===== src/rtl/wb_params.svh =====
`ifndef WB_PARAMS_SVH
`define WB_PARAMS_SVH

// issue lanes and matching result fifos
`define WB_FU_COUNT 4

// broadcast ports on the cdb
`define WB_CDB_COUNT 2

// operand and result width
`define WB_DATA_W 32

// destination tag (rob id)
`define WB_ROB_ID_W 6

// entries per result fifo
`define WB_FIFO_DEPTH 2

`endif

===== src/rtl/wb_pkg.sv =====
`include "wb_params.svh"

package wb_pkg;

    // integer alu operations
    // shift amount is the low 5 bits of src1
    typedef enum logic [3:0] {
        ALU_ADD  = 4'd0,
        ALU_SUB  = 4'd1,
        ALU_AND  = 4'd2,
        ALU_OR   = 4'd3,
        ALU_XOR  = 4'd4,
        ALU_SLT  = 4'd5, // signed compare
        ALU_SLTU = 4'd6,
        ALU_SLL  = 4'd7,
        ALU_SRL  = 4'd8,
        ALU_SRA  = 4'd9
    } alu_op_t;

    // tagged result as stored in the fifos and sent on the cdb
    typedef struct packed {
        logic [`WB_ROB_ID_W-1:0] rob_id;
        logic [`WB_DATA_W-1:0]   w_data;
        logic                    w_reg;  // result targets a register
    } cdb_info_t;

endpackage


===== src/rtl/cdb_writeback_top.sv =====
`include "wb_params.svh"

module cdb_writeback_top import wb_pkg::*; (
    input  logic                                            clk,
    input  logic                                            arst_n_i,
    input  logic                                            flush_i,

    // issue lanes
    input  logic    [`WB_FU_COUNT-1:0]                      issue_valid_i,
    output logic    [`WB_FU_COUNT-1:0]                      issue_ready_o,
    input  alu_op_t [`WB_FU_COUNT-1:0]                      issue_op_i,
    input  logic    [`WB_FU_COUNT-1:0][`WB_DATA_W-1:0]      issue_src0_i,
    input  logic    [`WB_FU_COUNT-1:0][`WB_DATA_W-1:0]      issue_src1_i,
    input  logic    [`WB_FU_COUNT-1:0][`WB_ROB_ID_W-1:0]    issue_rob_id_i,
    input  logic    [`WB_FU_COUNT-1:0]                      issue_w_reg_i,

    // cdb broadcast
    output logic    [`WB_CDB_COUNT-1:0]                     cdb_valid_o,
    output logic    [`WB_CDB_COUNT-1:0][`WB_ROB_ID_W-1:0]   cdb_rob_id_o,
    output logic    [`WB_CDB_COUNT-1:0][`WB_DATA_W-1:0]     cdb_data_o,
    output logic    [`WB_CDB_COUNT-1:0]                     cdb_w_reg_o
);

    // execute unit to fifo
    logic      [`WB_FU_COUNT-1:0] res_valid;
    logic      [`WB_FU_COUNT-1:0] res_ready;
    cdb_info_t [`WB_FU_COUNT-1:0] res_info;

    // fifo heads to arbiter
    logic      [`WB_FU_COUNT-1:0] head_valid;
    cdb_info_t [`WB_FU_COUNT-1:0] head_info;
    logic      [`WB_FU_COUNT-1:0] head_pop;

    for (genvar g = 0; g < `WB_FU_COUNT; g++) begin : g_lane

        alu_exec u_alu_exec (
            .clk            (clk),
            .arst_n_i       (arst_n_i),
            .flush_i        (flush_i),
            .issue_valid_i  (issue_valid_i[g]),
            .issue_ready_o  (issue_ready_o[g]),
            .issue_op_i     (issue_op_i[g]),
            .issue_src0_i   (issue_src0_i[g]),
            .issue_src1_i   (issue_src1_i[g]),
            .issue_rob_id_i (issue_rob_id_i[g]),
            .issue_w_reg_i  (issue_w_reg_i[g]),
            .res_valid_o    (res_valid[g]),
            .res_ready_i    (res_ready[g]),
            .res_o          (res_info[g])
        );

        // registered head so a push shows up one cycle later
        result_fifo #(
            .DEPTH (`WB_FIFO_DEPTH)
        ) u_result_fifo (
            .clk          (clk),
            .arst_n_i     (arst_n_i),
            .flush_i      (flush_i),
            .push_valid_i (res_valid[g]),
            .push_ready_o (res_ready[g]),
            .push_data_i  (res_info[g]),
            .head_valid_o (head_valid[g]),
            .head_o       (head_info[g]),
            .pop_i        (head_pop[g])
        );

    end

    cdb_arbiter u_cdb_arbiter (
        .clk          (clk),
        .arst_n_i     (arst_n_i),
        .flush_i      (flush_i),
        .head_valid_i (head_valid),
        .head_i       (head_info),
        .pop_o        (head_pop),
        .cdb_valid_o  (cdb_valid_o),
        .cdb_rob_id_o (cdb_rob_id_o),
        .cdb_data_o   (cdb_data_o),
        .cdb_w_reg_o  (cdb_w_reg_o)
    );

endmodule


===== src/rtl/cdb_arbiter.sv =====
`include "wb_params.svh"

module cdb_arbiter import wb_pkg::*; (
    input  logic                                       clk,
    input  logic                                       arst_n_i,
    input  logic                                       flush_i,

    input  logic      [`WB_FU_COUNT-1:0]               head_valid_i,
    input  cdb_info_t [`WB_FU_COUNT-1:0]               head_i,
    output logic      [`WB_FU_COUNT-1:0]               pop_o,

    output logic      [`WB_CDB_COUNT-1:0]              cdb_valid_o,
    output logic      [`WB_CDB_COUNT-1:0][`WB_ROB_ID_W-1:0] cdb_rob_id_o,
    output logic      [`WB_CDB_COUNT-1:0][`WB_DATA_W-1:0]   cdb_data_o,
    output logic      [`WB_CDB_COUNT-1:0]              cdb_w_reg_o
);

    localparam int LANE_W = $clog2(`WB_FU_COUNT);

    logic [LANE_W-1:0]                     rr_q;      // lane scanned first
    logic [LANE_W-1:0]                     rr_next;
    logic [LANE_W-1:0]                     idx;
    logic [LANE_W-1:0]                     last_lane;
    logic [`WB_CDB_COUNT-1:0]              sel_valid;
    logic [`WB_CDB_COUNT-1:0][LANE_W-1:0]  sel_lane;
    int                                    grant_cnt;

    // scan from rr_q and take the first two valid heads
    always_comb begin
        pop_o     = '0;
        sel_valid = '0;
        sel_lane  = '0;
        idx       = '0;
        last_lane = rr_q;
        grant_cnt = 0;
        for (int i = 0; i < `WB_FU_COUNT; i++) begin
            idx = LANE_W'((int'(rr_q) + i) % `WB_FU_COUNT);
            if (head_valid_i[idx] && (grant_cnt < `WB_CDB_COUNT)) begin
                pop_o[idx]           = 1'b1;
                sel_valid[grant_cnt] = 1'b1; // first grant lands on port 0
                sel_lane[grant_cnt]  = idx;
                last_lane            = idx;
                grant_cnt            = grant_cnt + 1;
            end
        end
    end

    // move past the last winner and hold when idle
    assign rr_next = (|pop_o) ? LANE_W'((int'(last_lane) + 1) % `WB_FU_COUNT) : rr_q;

    always_ff @(posedge clk or negedge arst_n_i) begin
        if (!arst_n_i) begin
            rr_q        <= '0;
            cdb_valid_o <= '0;
        end else if (flush_i) begin
            rr_q        <= '0;
            cdb_valid_o <= '0;
        end else begin
            rr_q        <= rr_next;
            cdb_valid_o <= sel_valid;
        end
    end

    // broadcast payload qualified by cdb_valid_o
    always_ff @(posedge clk) begin
        for (int p = 0; p < `WB_CDB_COUNT; p++) begin
            cdb_rob_id_o[p] <= head_i[sel_lane[p]].rob_id;
            cdb_data_o[p]   <= head_i[sel_lane[p]].w_data;
            cdb_w_reg_o[p]  <= head_i[sel_lane[p]].w_reg;
        end
    end

    // two grants in one cycle come from two lanes
    grant_unique_a: assert property (@(posedge clk) disable iff (!arst_n_i)
        sel_valid[1] |-> (sel_lane[0] != sel_lane[1]));

    // port 1 only carries a result alongside port 0
    port_order_a: assert property (@(posedge clk) disable iff (!arst_n_i)
        cdb_valid_o[1] |-> cdb_valid_o[0]);

endmodule


===== src/rtl/result_fifo.sv =====
`include "wb_params.svh"

module result_fifo import wb_pkg::*; #(
    parameter int DEPTH = `WB_FIFO_DEPTH
) (
    input  logic      clk,
    input  logic      arst_n_i,
    input  logic      flush_i,

    input  logic      push_valid_i,
    output logic      push_ready_o,
    input  cdb_info_t push_data_i,

    output logic      head_valid_o,
    output cdb_info_t head_o,
    input  logic      pop_i
);

    localparam int PTR_W = $clog2(DEPTH);
    localparam int CNT_W = $clog2(DEPTH + 1);

    cdb_info_t        mem [DEPTH];
    logic [PTR_W-1:0] wr_ptr_q;
    logic [PTR_W-1:0] rd_ptr_q;
    logic [CNT_W-1:0] count_q;
    logic             push_fire;

    // wrap at DEPTH so non power of two depths work
    function automatic logic [PTR_W-1:0] ptr_inc(input logic [PTR_W-1:0] ptr);
        logic [PTR_W-1:0] nxt;
        if (ptr == PTR_W'(DEPTH - 1)) begin
            nxt = '0;
        end else begin
            nxt = ptr + 1'b1;
        end
        return nxt;
    endfunction

    assign push_ready_o = (count_q != CNT_W'(DEPTH)); // no bypass when full
    assign head_valid_o = (count_q != '0);
    assign head_o       = mem[rd_ptr_q];
    assign push_fire    = push_valid_i && push_ready_o;

    always_ff @(posedge clk or negedge arst_n_i) begin
        if (!arst_n_i) begin
            wr_ptr_q <= '0;
            rd_ptr_q <= '0;
            count_q  <= '0;
        end else if (flush_i) begin
            wr_ptr_q <= '0;
            rd_ptr_q <= '0;
            count_q  <= '0;
        end else begin
            if (push_fire) begin
                wr_ptr_q <= ptr_inc(wr_ptr_q);
            end
            if (pop_i) begin
                rd_ptr_q <= ptr_inc(rd_ptr_q);
            end
            case ({push_fire, pop_i})
                2'b10:   count_q <= count_q + 1'b1;
                2'b01:   count_q <= count_q - 1'b1;
                default: count_q <= count_q;
            endcase
        end
    end

    always_ff @(posedge clk) begin
        if (push_fire) begin
            mem[wr_ptr_q] <= push_data_i;
        end
    end

    // arbiter only pops a visible head
    pop_not_empty_a: assert property (@(posedge clk) disable iff (!arst_n_i)
        pop_i |-> head_valid_o);

    // full and not draining means nothing gets written
    no_push_full_a: assert property (@(posedge clk) disable iff (!arst_n_i)
        !push_ready_o && !pop_i && !flush_i |=> !push_ready_o && $stable(wr_ptr_q));

endmodule


===== src/rtl/alu_exec.sv =====
`include "wb_params.svh"

module alu_exec import wb_pkg::*; (
    input  logic                    clk,
    input  logic                    arst_n_i,
    input  logic                    flush_i,

    input  logic                    issue_valid_i,
    output logic                    issue_ready_o,
    input  alu_op_t                 issue_op_i,
    input  logic [`WB_DATA_W-1:0]   issue_src0_i,
    input  logic [`WB_DATA_W-1:0]   issue_src1_i,
    input  logic [`WB_ROB_ID_W-1:0] issue_rob_id_i,
    input  logic                    issue_w_reg_i,

    output logic                    res_valid_o,
    input  logic                    res_ready_i,
    output cdb_info_t               res_o
);

    logic [`WB_DATA_W-1:0] alu_result;
    logic [4:0]            shamt;
    logic                  lt_signed;
    logic                  lt_unsigned;
    logic                  issue_fire;

    assign shamt       = issue_src1_i[4:0];
    assign lt_signed   = $signed(issue_src0_i) < $signed(issue_src1_i);
    assign lt_unsigned = issue_src0_i < issue_src1_i;

    // output reg empty or drained this cycle
    assign issue_ready_o = !res_valid_o || res_ready_i;
    assign issue_fire    = issue_valid_i && issue_ready_o;

    always_comb begin
        case (issue_op_i)
            ALU_ADD:  alu_result = issue_src0_i + issue_src1_i;
            ALU_SUB:  alu_result = issue_src0_i - issue_src1_i;
            ALU_AND:  alu_result = issue_src0_i & issue_src1_i;
            ALU_OR:   alu_result = issue_src0_i | issue_src1_i;
            ALU_XOR:  alu_result = issue_src0_i ^ issue_src1_i;
            ALU_SLT:  alu_result = {{(`WB_DATA_W-1){1'b0}}, lt_signed};
            ALU_SLTU: alu_result = {{(`WB_DATA_W-1){1'b0}}, lt_unsigned};
            ALU_SLL:  alu_result = issue_src0_i << shamt;
            ALU_SRL:  alu_result = issue_src0_i >> shamt;
            ALU_SRA:  alu_result = $signed(issue_src0_i) >>> shamt;
            default:  alu_result = '0; // unused encodings
        endcase
    end

    // valid bit of the output register
    always_ff @(posedge clk or negedge arst_n_i) begin
        if (!arst_n_i) begin
            res_valid_o <= 1'b0;
        end else if (flush_i) begin
            res_valid_o <= 1'b0; // drops same-cycle issue too
        end else if (issue_ready_o) begin
            res_valid_o <= issue_valid_i;
        end
    end

    // payload only moves on acceptance
    always_ff @(posedge clk) begin
        if (issue_fire) begin
            res_o.rob_id <= issue_rob_id_i;
            res_o.w_data <= alu_result;
            res_o.w_reg  <= issue_w_reg_i;
        end
    end

    // a stalled result must hold until the fifo takes it
    res_hold_a: assert property (@(posedge clk) disable iff (!arst_n_i)
        res_valid_o && !res_ready_i && !flush_i |=> res_valid_o && $stable(res_o));

endmodule


===== config.mk =====
export PLATFORM = sky130hd
export DESIGN_NAME = cdb_writeback_top
export DESIGN_NICKNAME = d
export VERILOG_FILES = /design/src/rtl/wb_pkg.sv /design/src/rtl/cdb_writeback_top.sv /design/src/rtl/cdb_arbiter.sv /design/src/rtl/result_fifo.sv /design/src/rtl/alu_exec.sv
export VERILOG_INCLUDE_DIRS = /design/src /design/src/rtl
export SDC_FILE = /design/constraint.sdc
export NUM_CORES = 2
export LEC_CHECK = 0
export BUFFER_PORTS_ARGS = -buffer_cell sky130_fd_sc_hd__buf_4
export CORE_MARGIN = 2
export CORE_UTILIZATION = 33
export CTS_CLUSTER_DIAMETER = 120
export DETAILED_ROUTE_END_ITERATION = 10
export SETUP_SLACK_MARGIN = 0.02
export SYNTH_ARGS = -nofsm -noshare
export SYNTH_HDL_FRONTEND = slang
export SYNTH_SLANG_ARGS = --single-unit

===== constraint.sdc =====
create_clock -name clk -period 6.44 [get_ports clk]
set_clock_uncertainty 0.2 [all_clocks]
set_input_delay 0.322 -clock clk [delete_from_list [all_inputs] [get_ports clk]]
set_output_delay 0.322 -clock clk [all_outputs]
set_load 0.02 [all_outputs]

==> metrics.md <==
| Metric | Value |
|---|---|
| Detailed placement HPWL | 176000 µm |
| Finish-stage setup viols | 0 |
| Synth warnings | 0 |
| Post-synthesis sequential area ratio | 0.304 |
| Critical Path Max Stage Delay | 0.60 ns |
| Combinational share of power | 0.512 |
| Bufs on Longest Clock Path | 3 |
| Simple-gate portion of the synthesized area | 0.128 |
| Final ANT Viol Nets | 0 |
| Core area | 161000 µm² |
| PortBufs | 390 |
| Pin count of the biggest net entering global routing | 82 |
| Delay-heaviest family, CP | simple AND/OR/NAND/NOR gates |
| Reg2reg end | u_cdb_arbiter.cdb_data_o[11] |
| Worst Path Class, Setup | reg -> reg |
| R2R Path Start | u_cdb_arbiter.rr_q[1] |
| Critical-path cell list | inv_1 -> ha_1 -> and2_1 -> or2_1 -> ha_1 -> nor2_1 -> buf_4 -> inv_1 -> fa_1 -> nor2b_1 -> nand2_1 -> nand4_1 -> o221a_4 -> buf_4 -> mux4_2 |
| Post-cts sizing count | 0 |
| Worst Hold Endpoint | g_lane[2].u_alu_exec.res_o[18] |
| CP required | 6.75 ns |
| Grt met2 use | 0.423 |
| Area of the multi-input gates | 34100 µm² |
| Worst-path maximum fanout | 20 |
| Mapped Area | 53400 µm² |
| Layout area overhead | 12.9% |
| Max-cap violations | 0 |
| CTS tree | built |
| Vias per inst | 6.02 |
| Die H | 406 µm |
| Hold Crit Class | in -> reg |
| Final hold vios | 0 |
| DRC violation count after routing | 0 |
| EDFF count, synth | 468 |
| Worst hold start | issue_src1_i[81] |
| Post-layout net count | 6732 |
| Synth Area in XOR/XNOR | 0.0175 |
| DP Worst Slack | 1.11 ns |
| CTS Sinks | 570 |
| Sequential cell area | 16200 µm² |
| Setup WS post-layout | 1.12 ns |
| Cell variety after synth | 103 |
| Met1 Track Usage GR | 0.360 |
| Layout cells sized above 1 | 0.172 |
| # rows | 147 |
| Gr busiest metal | met2 |
| Routed WL per cell | 27.6 µm |
| Final GP Congestion | 1.02 |
| Post-synth ARST share | 0.0421 |
| Initial antenna violation count | 8 |
| Synth Flop Type | edfxtp_1 |
| Max-slew violation count | 0 |
| Sequential Power Share | 0.303 |
| Clk_lat worst skew | 0.65 ns |
| FMAX | 188 MHz |
| CP startpoint kind | register |
| I/O Pins | 391 |
| FF-to-FF setup slack | 1.12 ns |
| Crit path DAT | 5.62 ns |
| Leakage | 23.9 nW |
| Starting DRT DRC Count | 6026 |
| GR met3 Demand/Resource | 0.0378 |
| CTS clock-pin slew for the worst setup and hold paths | 0.06 ns |
| Tmin final | 5.32 ns |
| RSZ-0062 raised after global routing | no |
| Clk pwr share | 0.185 |
| Maximum vdd drop | 0.732 mV |
| Combinational family with the most area after synthesis | compound AO/OA/AOI/OAI gates |
| Max-slew headroom | 0.171 |
| Tcrit/Tclk final | 0.826 |
| Final wirelength | 227000 µm |
| Hold Path Cell Cnt | 4 |
| Multiplexer share of the synthesized area | 0.170 |
| H-tree depth | 2 |
| Clock buffer count from CTS | 61 |
| Crit path capture type | register |
| Overall Global Routing Usage | 0.264 |
| Synth Area in Adders | 0.100 |
| Root buffer cell | clkbuf_16 |
| Fill count | 16200 |
| Slowest CP cell | dfrtp_1 |
| Psw | 7.38 mW |
| Global-route wire length before repair | 325000 µm |
| Detailed-route via count | 49500 |
| Switching fraction of total power | 0.405 |
| Vias in the first global route | 46800 |
| Die Area | 165000 µm² |
| Mapped Nets | 6604 |
| Synth Instances | 5875 |
| Die W | 406 µm |
| Yosys reg bits | 570 |
| Outcome | complete, no violations |
| Internal power | 10.9 mW |
| Pwr dens | 303 nW/µm² |
| Post-synthesis compound-gate area fraction | 0.220 |
| Syn_area_per_cell | 9.09 µm² |
| Initial Utilization | 0.333 |
| GRT Residual Overflow | 0 |
| Tot Pwr | 18.2 mW |
| WP buf/inv | 4 |
| Total Neg Setup Slack | 0 ns |
| R2R cell count | 15 |
| Pre-antenna DRT Iters | 8 |
| Worst Tran Pin Value | 1.24 ns |
state kept, by name (all words and copies together) (netlist names):
| signal | count |
|---|---|
| u_cdb_arbiter.rr_q | 2 |
| g_lane.u_result_fifo.count_q | 8 |
| g_lane.u_alu_exec.res_o | 156 |
| u_cdb_arbiter.cdb_rob_id_o | 12 |
| g_lane.u_result_fifo.wr_ptr_q | 4 |
| g_lane.u_result_fifo.rd_ptr_q | 4 |
| g_lane.u_alu_exec.res_valid_o | 4 |
| g_lane.u_result_fifo.mem | 312 |
| u_cdb_arbiter.cdb_w_reg_o | 2 |
| u_cdb_arbiter.cdb_data_o | 64 |
| u_cdb_arbiter.cdb_valid_o | 2 |
metal layers:
| layer | up-vias | share of wire |
|---|---|---|
| met1 | 24500 | 0.42 |
| met5 | - | 0.00011 |
| met2 | 2448 | 0.46 |
| li1 | 22200 | - |
| met3 | 338 | 0.078 |
| met4 | 4 | 0.041 |
worst max-delay path by stage:
stage / depth (start not counted) / start / slack (ns) / to
finish: 15 / u_cdb_arbiter.rr_q[1] / 1.12 / u_cdb_arbiter.cdb_data_o[11]
CTS: 15 / u_cdb_arbiter.rr_q[1] / 1.09 / u_cdb_arbiter.cdb_data_o[20]
global route: 15 / u_cdb_arbiter.rr_q[1] / 0.56 / u_cdb_arbiter.cdb_data_o[15]
global placement: 15 / u_cdb_arbiter.rr_q[1] / 1.12 / u_cdb_arbiter.cdb_data_o[22]
floorplan: 17 / u_cdb_arbiter.rr_q[1] / 1.85 / u_cdb_arbiter.rr_q[1]
detailed placement: 15 / u_cdb_arbiter.rr_q[1] / 1.11 / u_cdb_arbiter.cdb_data_o[11]
worst reg2reg max path, cell delays in order, from the launching register on:
cell     delay, ns
dfrtp_1       0.60
inv_1         0.21
ha_1          0.46
and2_1        0.25
or2_1         0.29
ha_1          0.30
nor2_1        0.07
buf_4         0.17
inv_1         0.10
fa_1          0.28
nor2b_1       0.46
nand2_1       0.20
nand4_1       0.15
o221a_4       0.53
buf_4         0.38
mux4_2        0.53
power by group through the flow:
stage | Combinational [mW] | Clock [mW] | Sequential, mW
detailed placement | 9.25 | 0 | 5.56
CTS | 9.33 | 3.45 | 5.49
finish | 9.34 | 3.37 | 5.53
global route | 9.98 | 3.58 | 5.54
floorplan | 6.31 | 0 | 5.36
global placement | 9.19 | 0 | 5.56
cell usage after synthesis (all sizes together), types with 17 or more instances:
cell type | number | area (µm²)
nor2 | 661 | 2480
o21ai | 528 | 2650
edfxtp | 468 | 14100
a21oi | 449 | 2250
ha | 413 | 5170
inv | 377 | 1420
nand2 | 310 | 1170
clkbuf | 295 | 1110
mux2i | 236 | 2360
mux4 | 211 | 4750
mux2 | 176 | 1980
buf | 143 | 691
nor3 | 139 | 706
a211oi | 98 | 736
o211ai | 92 | 691
xnor2 | 87 | 762
dfxtp | 78 | 1560
a21o | 75 | 563
nand3 | 68 | 340
nand2b | 63 | 394
a221oi | 60 | 538
a211o | 56 | 490
o21bai | 56 | 420
or3 | 53 | 332
a22oi | 50 | 375
a31oi | 50 | 319
o22ai | 42 | 263
o31ai | 35 | 268
o221ai | 34 | 298
nor2b | 33 | 206
nor4 | 33 | 221
nand4 | 28 | 175
and2 | 25 | 156
dfrtp | 24 | 601
and3 | 22 | 138
o21a | 20 | 150
xor2 | 20 | 175
a2111oi | 19 | 179
a221o | 17 | 170
layout make-up:
cell class                 count  share of cell area
tap                         2160              0.0448
multi-input combinational   4484               0.566
clock inverter                40             0.00511
antenna                        2           0.0000830
inverter                     383              0.0238
sequential                   570               0.269
timing repair buffer         503              0.0647
clock buffer                  76              0.0268
logic make-up after synthesis:
group | count (synthesis)
AO/OA/AOI/OAI | 1832
XOR/XNOR | 107
adder cells (fa/ha/maj) | 422
buffers and inverters | 821
flip-flops | 570
multiplexers | 623
AND/OR/NAND/NOR | 1500
metrics by stage:
| step | cell area [µm²] | hold slack [ns] | cells | util |
|---|---|---|---|---|
| after floorplan | 53400 | -0.174 | 5875 | - |
| after global placement | 57900 | 0.0584 | 8060 | 0.361 |
| after detailed placement | 57900 | 0.0599 | 8060 | 0.361 |
| after CTS | 60300 | 0.0317 | 8216 | 0.375 |
| after global routing | 60300 | 0.0685 | 8216 | 0.375 |
| final | 60300 | 0.0669 | 8218 | 0.375 |
cells in the final DEF, fill, tap and decap left out, types with 39 or more instances in the layout:
cell / instances
a31oi_1: 49
inv_1: 363
a21o_1: 75
mux4_2: 211
nor3_1: 127
a21oi_1: 448
o22ai_1: 42
nand2b_1: 63
edfxtp_1: 468
nand3_1: 67
dlygate4sd3_1: 39
nand2_1: 309
mux2i_1: 236
o211ai_1: 92
nor2_1: 657
a22oi_1: 49
or3_1: 52
clkbuf_16: 61
a211oi_1: 98
mux2_2: 176
o21ai_0: 513
a211o_1: 56
o21bai_1: 56
xnor2_1: 87
a221oi_1: 58
buf_4: 462
ha_1: 413
dfxtp_1: 78
repair_timing:
action,CTS,global route
hold buffers,40,0
hold endpoints to repair,76,0
buffers inserted,0,0
setup endpoints to repair,0,0
Power figures use the tool's default switching activity.
